### config.mk
export PLATFORM = sky130hd
export DESIGN_NAME = mul_regfile
export DESIGN_NICKNAME = d
export VERILOG_FILES = /design/src/verilog/mul_pkg.sv /design/src/verilog/mul_regfile.sv
export SDC_FILE = /design/constraint.sdc
export NUM_CORES = 2
export LEC_CHECK = 0
export BUFFER_PORTS_ARGS = -buffer_cell sky130_fd_sc_hd__buf_2
export CAP_MARGIN = 15
export CELL_PAD_IN_SITES_DETAIL_PLACEMENT = 2
export CELL_PAD_IN_SITES_GLOBAL_PLACEMENT = 2
export CORE_MARGIN = 2
export CORE_UTILIZATION = 47
export CTS_CLUSTER_DIAMETER = 100
export DETAILED_ROUTE_END_ITERATION = 7
export PLACE_DENSITY_LB_ADDON = 0.08
export REMOVE_ABC_BUFFERS = 1
export SYNTH_ARGS = -nofsm -noshare
export SYNTH_HDL_FRONTEND = slang
export SYNTH_SLANG_ARGS = --single-unit
### constraint.sdc
create_clock -name clk_i -period 3.1 [get_ports clk_i]
set_input_delay 0.465 -clock clk_i [delete_from_list [all_inputs] [get_ports clk_i]]
set_output_delay 0.465 -clock clk_i [all_outputs]
set_load 0.005 [all_outputs]
### src/verilog/mul_pkg.sv
/*
 * Shared widths, encodings and structs of the RV64M multiply lane.
 * Only MUL, MULH, MULHSU, MULHU and MULW are covered; no divide.
 * Struct fields are listed MSB first, so field order matters to
 * anything that packs or unpacks these words by hand.
 */

package mul_pkg;

    // ------------------------------
    // Widths
    // ------------------------------

    localparam int XLEN   = 64;  // RV64 data width
    localparam int REG_AW = 5;   // x0..x31
    localparam int TAG_W  = 6;   // Issue tag that wraps around

    // ------------------------------
    // Instruction encodings
    // ------------------------------

    localparam logic [6:0] OPC_OP        = 7'b0110011;  // 64-bit R-type
    localparam logic [6:0] OPC_OP32      = 7'b0111011;  // R-type word ops
    localparam logic [6:0] FUNCT7_MULDIV = 7'b0000001;  // M extension

    // Operation code whose low values follow funct3 of the multiply group
    typedef enum logic [2:0] {
        MUL_LO    = 3'd0,  // MUL, MULW
        MUL_HI_SS = 3'd1,  // MULH
        MUL_HI_SU = 3'd2,  // MULHSU
        MUL_HI_UU = 3'd3,  // MULHU
        MUL_NONE  = 3'd7   // Empty stage
    } mul_op_e;

    // ------------------------------
    // Port payloads
    // ------------------------------

    // Word offered by the issuer
    typedef struct packed {
        logic [31:0]      instr;
        logic [TAG_W-1:0] tag;
    } issue_t;

    // Decoded request with operands read from the register file
    typedef struct packed {
        logic              valid;
        mul_op_e           op;
        logic              op_32;  // MULW
        logic [REG_AW-1:0] rd;
        logic [TAG_W-1:0]  tag;
        logic [XLEN-1:0]   src1;
        logic [XLEN-1:0]   src2;
    } mul_req_t;

    // Result going back to the register file and out of the lane
    typedef struct packed {
        logic              valid;
        logic [REG_AW-1:0] rd;
        logic [TAG_W-1:0]  tag;
        logic [XLEN-1:0]   data;
    } wb_t;

    // External preload of a register
    typedef struct packed {
        logic              valid;
        logic [REG_AW-1:0] addr;
        logic [XLEN-1:0]   data;
    } rf_load_t;

endpackage

### src/verilog/mul_regfile.sv
/*
 * 32 x 64-bit integer register file, x0 reads as zero.
 * Two combinational read ports, one writeback port and one load port.
 * Writeback wins when both write in the same cycle; the load is lost.
 */

`timescale 1ns/1ps

module mul_regfile (
    input  logic                          clk_i,
    input  logic                          rstn_i,
    input  logic [mul_pkg::REG_AW-1:0]    rs1_addr_i,
    input  logic [mul_pkg::REG_AW-1:0]    rs2_addr_i,
    output logic [mul_pkg::XLEN-1:0]      rs1_data_o,
    output logic [mul_pkg::XLEN-1:0]      rs2_data_o,
    input  mul_pkg::wb_t                  wb_i,
    input  mul_pkg::rf_load_t             load_i
);

    logic [mul_pkg::XLEN-1:0]   regs_q [1:31];  // x1..x31
    logic                       wb_we;
    logic                       load_we;
    logic                       wr_en;
    logic [mul_pkg::REG_AW-1:0] wr_addr;
    logic [mul_pkg::XLEN-1:0]   wr_data;

    // ------------------------------
    // Write port select
    // ------------------------------

    assign wb_we   = wb_i.valid & (wb_i.rd != '0);
    assign load_we = load_i.valid & (load_i.addr != '0);

    assign wr_en   = wb_we | load_we;
    assign wr_addr = wb_we ? wb_i.rd   : load_i.addr;
    assign wr_data = wb_we ? wb_i.data : load_i.data;

    always_ff @(posedge clk_i or negedge rstn_i) begin
        if (!rstn_i) begin
            for (int i = 1; i < 32; i++) begin
                regs_q[i] <= '0;
            end
        end else if (wr_en) begin
            regs_q[wr_addr] <= wr_data;  // wr_addr is never zero here
        end
    end

    // ------------------------------
    // Read ports
    // ------------------------------

    assign rs1_data_o = (rs1_addr_i == '0) ? '0 : regs_q[rs1_addr_i];
    assign rs2_data_o = (rs2_addr_i == '0) ? '0 : regs_q[rs2_addr_i];

endmodule

==> metrics.md <==
| Metric | Value |
|---|---|
| Total number of vias | `82400` |
| Max reg flops | `1984` |
| Final Slew Violations | `0` |
| First-pass GRT wire length | `674000 um` |
| Post-route ant nets | `0` |
| Met2 usage | `0.646` |
| Grt peak-use layer | `met2` |
| Clock tree buffer depth | `3` |
| Post-synthesis register bit count | `1984` |
| Mapped cell area | `106000 um2` |
| 1st-pass router iterations | `8` |
| GRT Total Usage | `0.406` |
| Failing checks | `setup timing` |
| CTS Buf Count | `222` |
| Final Util | `0.577` |
| Reg2reg path depth | `3` |
| Hold Vio Cnt, Final | `0` |
| Synth Instances | `7246` |
| Min-delay worst type | `in -> reg` |
| Worst vdd ir | `0.000556 V` |
| Starting DRC count in detailed routing | `9921` |
| Maximum level of the CTS H-tree | `4` |
| Vias in the first global route | `87600` |
| Hold endpoint | `regs_q[711]` |
| WL/cell | `46.9 um` |
| Top reg by flops | `regs_q` |
| Clk pin slew, worst setup/hold paths | `70 ps` |
| Worst Tran Pin Value | `1150 ps` |
| M1 GR Usage | `0.521` |
| Reg2reg start | `regs_q[713]` |
| R2r endpoint | `regs_q[713]` |
| Clock Sink Count | `1984` |
| CP required | `2630 ps` |
| Placed insts | `10500` |
| Yosys cell types | `50` |
| Die Span Y | `480 um` |
| Top_reg_cell synth | `dfrtp_1` |
| Max-cap viol count | `0` |
| CTS tree | `yes` |
| CP max FO | `3` |
| EDFF count, synth | `0` |
| Largest area contributor in the netlist | `dfrtp_1` |
| IO Pins | `286` |
| Setup violators final | `87` |
| Area grow syn2layout | `22.1%` |
| Final worst path period share | `1.13` |
| Top cells by count, synth | `mux2_2 (2149), dfrtp_1 (1984), mux4_2 (860)` |
| Non-Filler Instances | `11200` |
| Core Area | `225000 um2` |
| Status | `finished with violations` |
| Clock Tree Root | `clkbuf_16` |
| Register area share after synthesis | `0.467` |
| Fmax | `0.285 GHz` |
| Synth top area cells | `dfrtp_1 (47%), mux2_2 (23%), mux4_2 (18%)` |
| Starting Density | `0.473` |
| Critical Path End Type | `primary output` |
| Ys async rst share | `1.00` |
| Syn. warnings | `0` |
| Pwr per Cell Area | `781 nW/um2` |
| Syn avg cell area | `14.7 um2` |
| GR Overflow Total | `0` |
| Routing usage on met3 | `0.0773` |
| Critical path arrival | `3040 ps` |
| WHS Path Cells | `5` |
| Crit Path Class | `reg -> out` |
| DRC viols | `0` |
| Gpl congestion | `0.824` |
| Largest net degree at the start of global routing | `137` |
| RSZ-0062 raised after global routing | `true` |
| Fin area | `130000 um2` |
| Antenna violations before repair | `14` |
| Count leader, synth | `mux2_2` |
| Area share of the largest cell type after synthesis | `0.467` |
| Leakage | `0.0565 uW` |
| Dpl cell area | `118000 um2` |
| Fin crit period | `3500 ps` |
| Worst hold margin | `149 ps` |
| # rows | `174` |
| Relative slew slack | `0.229` |
| Flop-to-flop setup slack | `1940 ps` |
| Worst hold start | `wb_i[7]` |
| Critical path origin | `regs_q[207]` |
| Fin Clk Skew | `0 ps` |
| Clk_lat worst skew | `890 ps` |
| Dpl hpwl | `263000 um` |
| Final #Nets | `8146` |
| Buffers on Ports | `279` |
| Die ar. | `230000 um2` |
| Vias per inst | `7.37` |
| Die width | `480 um` |
| Final worst slack | `-403 ps` |
| Layout cells sized above 1 | `0.604` |
| CP Launch Type | `flip-flop` |
| Top flop regs | `regs_q (1984)` |
| Final WL | `524000 um` |
-- layer usage --
metal,wire length (um),vias to the layer above
li1,-,29400
met1,189000,44700
met2,245000,5976
met3,46700,2320
met4,43500,10
met5,72,-
-- final cells by class --
class                      instances  area (um2)
fill                           19000       95000
multi-input combinational       4477       55300
antenna                            5        12.5
clock inverter                    91        1240
timing repair buffer            1303       13400
sequential                      1984       49600
clock buffer                     323        6550
tap                             2992        3740
-- cells by family after synthesis --
kind of cell,after synthesis,share of synthesized area
AO/OA/AOI/OAI,712,0.0490
buffers and inverters,785,0.0315
flip-flops,1984,0.467
multiplexers,3209,0.429
AND/OR/NAND/NOR,556,0.0236
-- timing repair --
item | 4_1_cts | 5_1_grt
buffers inserted | 187 | 110
endpoints found under the hold margin | 147 | 0
resized for setup | 280 | 140
endpoints found under the setup margin | 126 | 112
pin swaps | 130 | 113
hold buffers | 1 | 0
cloned | 3 | 2
-- critical path, stage by stage (launching register included) --
cell,delay [ps]
dfrtp_1,470
mux4_2,550
a22o_1,270
o21ai_2,140
o211ai_1,280
buf_4,280
buf_2,120
-- how the worst max path moves through the flow --
stage	to	slack, ps	cells after the start
2_1_floorplan	regs_q[0]	-2620	5
3_3_place_gp	rs1_data_o[48]	-460	11
3_5_place_dp	rs1_data_o[48]	-430	11
4_1_cts	rs2_data_o[22]	-160	6
6_report	rs2_data_o[15]	-400	6
5_1_grt	rs1_data_o[23]	-410	6
-- per-stage QoR --
| stage | worst slack [ps] | power (uW) | TNS, ps |
|---|---|---|---|
| floorplan | -2620 | 53900 | -3769620 |
| global placement | -457 | 61600 | -6830 |
| detailed placement | -435 | 64100 | -12270 |
| CTS | -162 | 95200 | -2180 |
| global route | -410 | 104000 | -12620 |
| finish | -403 | 101000 | -10200 |
-- placed cells by master (no fill, tap or decap), types with 18 or more instances in the layout --
| cell type | n |
|---|---|
| dfrtp_1 | 1983 |
| mux4_2 | 860 |
| o21ai_2 | 41 |
| mux2i_1 | 170 |
| bufinv_16 | 26 |
| mux2_2 | 2111 |
| a221oi_1 | 28 |
| a211oi_4 | 40 |
| o22ai_1 | 34 |
| buf_2 | 262 |
| clkbuf_8 | 60 |
| clkinv_2 | 37 |
| mux2_4 | 38 |
| a22o_1 | 133 |
| a221oi_2 | 18 |
| nor3_1 | 34 |
| clkbuf_16 | 225 |
| a22oi_1 | 119 |
| o211ai_1 | 72 |
| nand2_1 | 340 |
| a211oi_2 | 33 |
| buf_4 | 686 |
| o21ai_0 | 64 |
| mux2_1 | 27 |
| nand3_1 | 18 |
| buf_12 | 308 |
| buf_6 | 27 |
| nor2b_1 | 43 |
| clkbuf_1 | 41 |
| o21ai_1 | 36 |
-- power by group --
part	switching, uW	leakage, uW	internal (uW)
clock	12800	0.00383	16800
sequential	8500	0.0251	33600
combinational	13200	0.0276	16300
No activity file was read; power rests on OpenSTA's default activity.
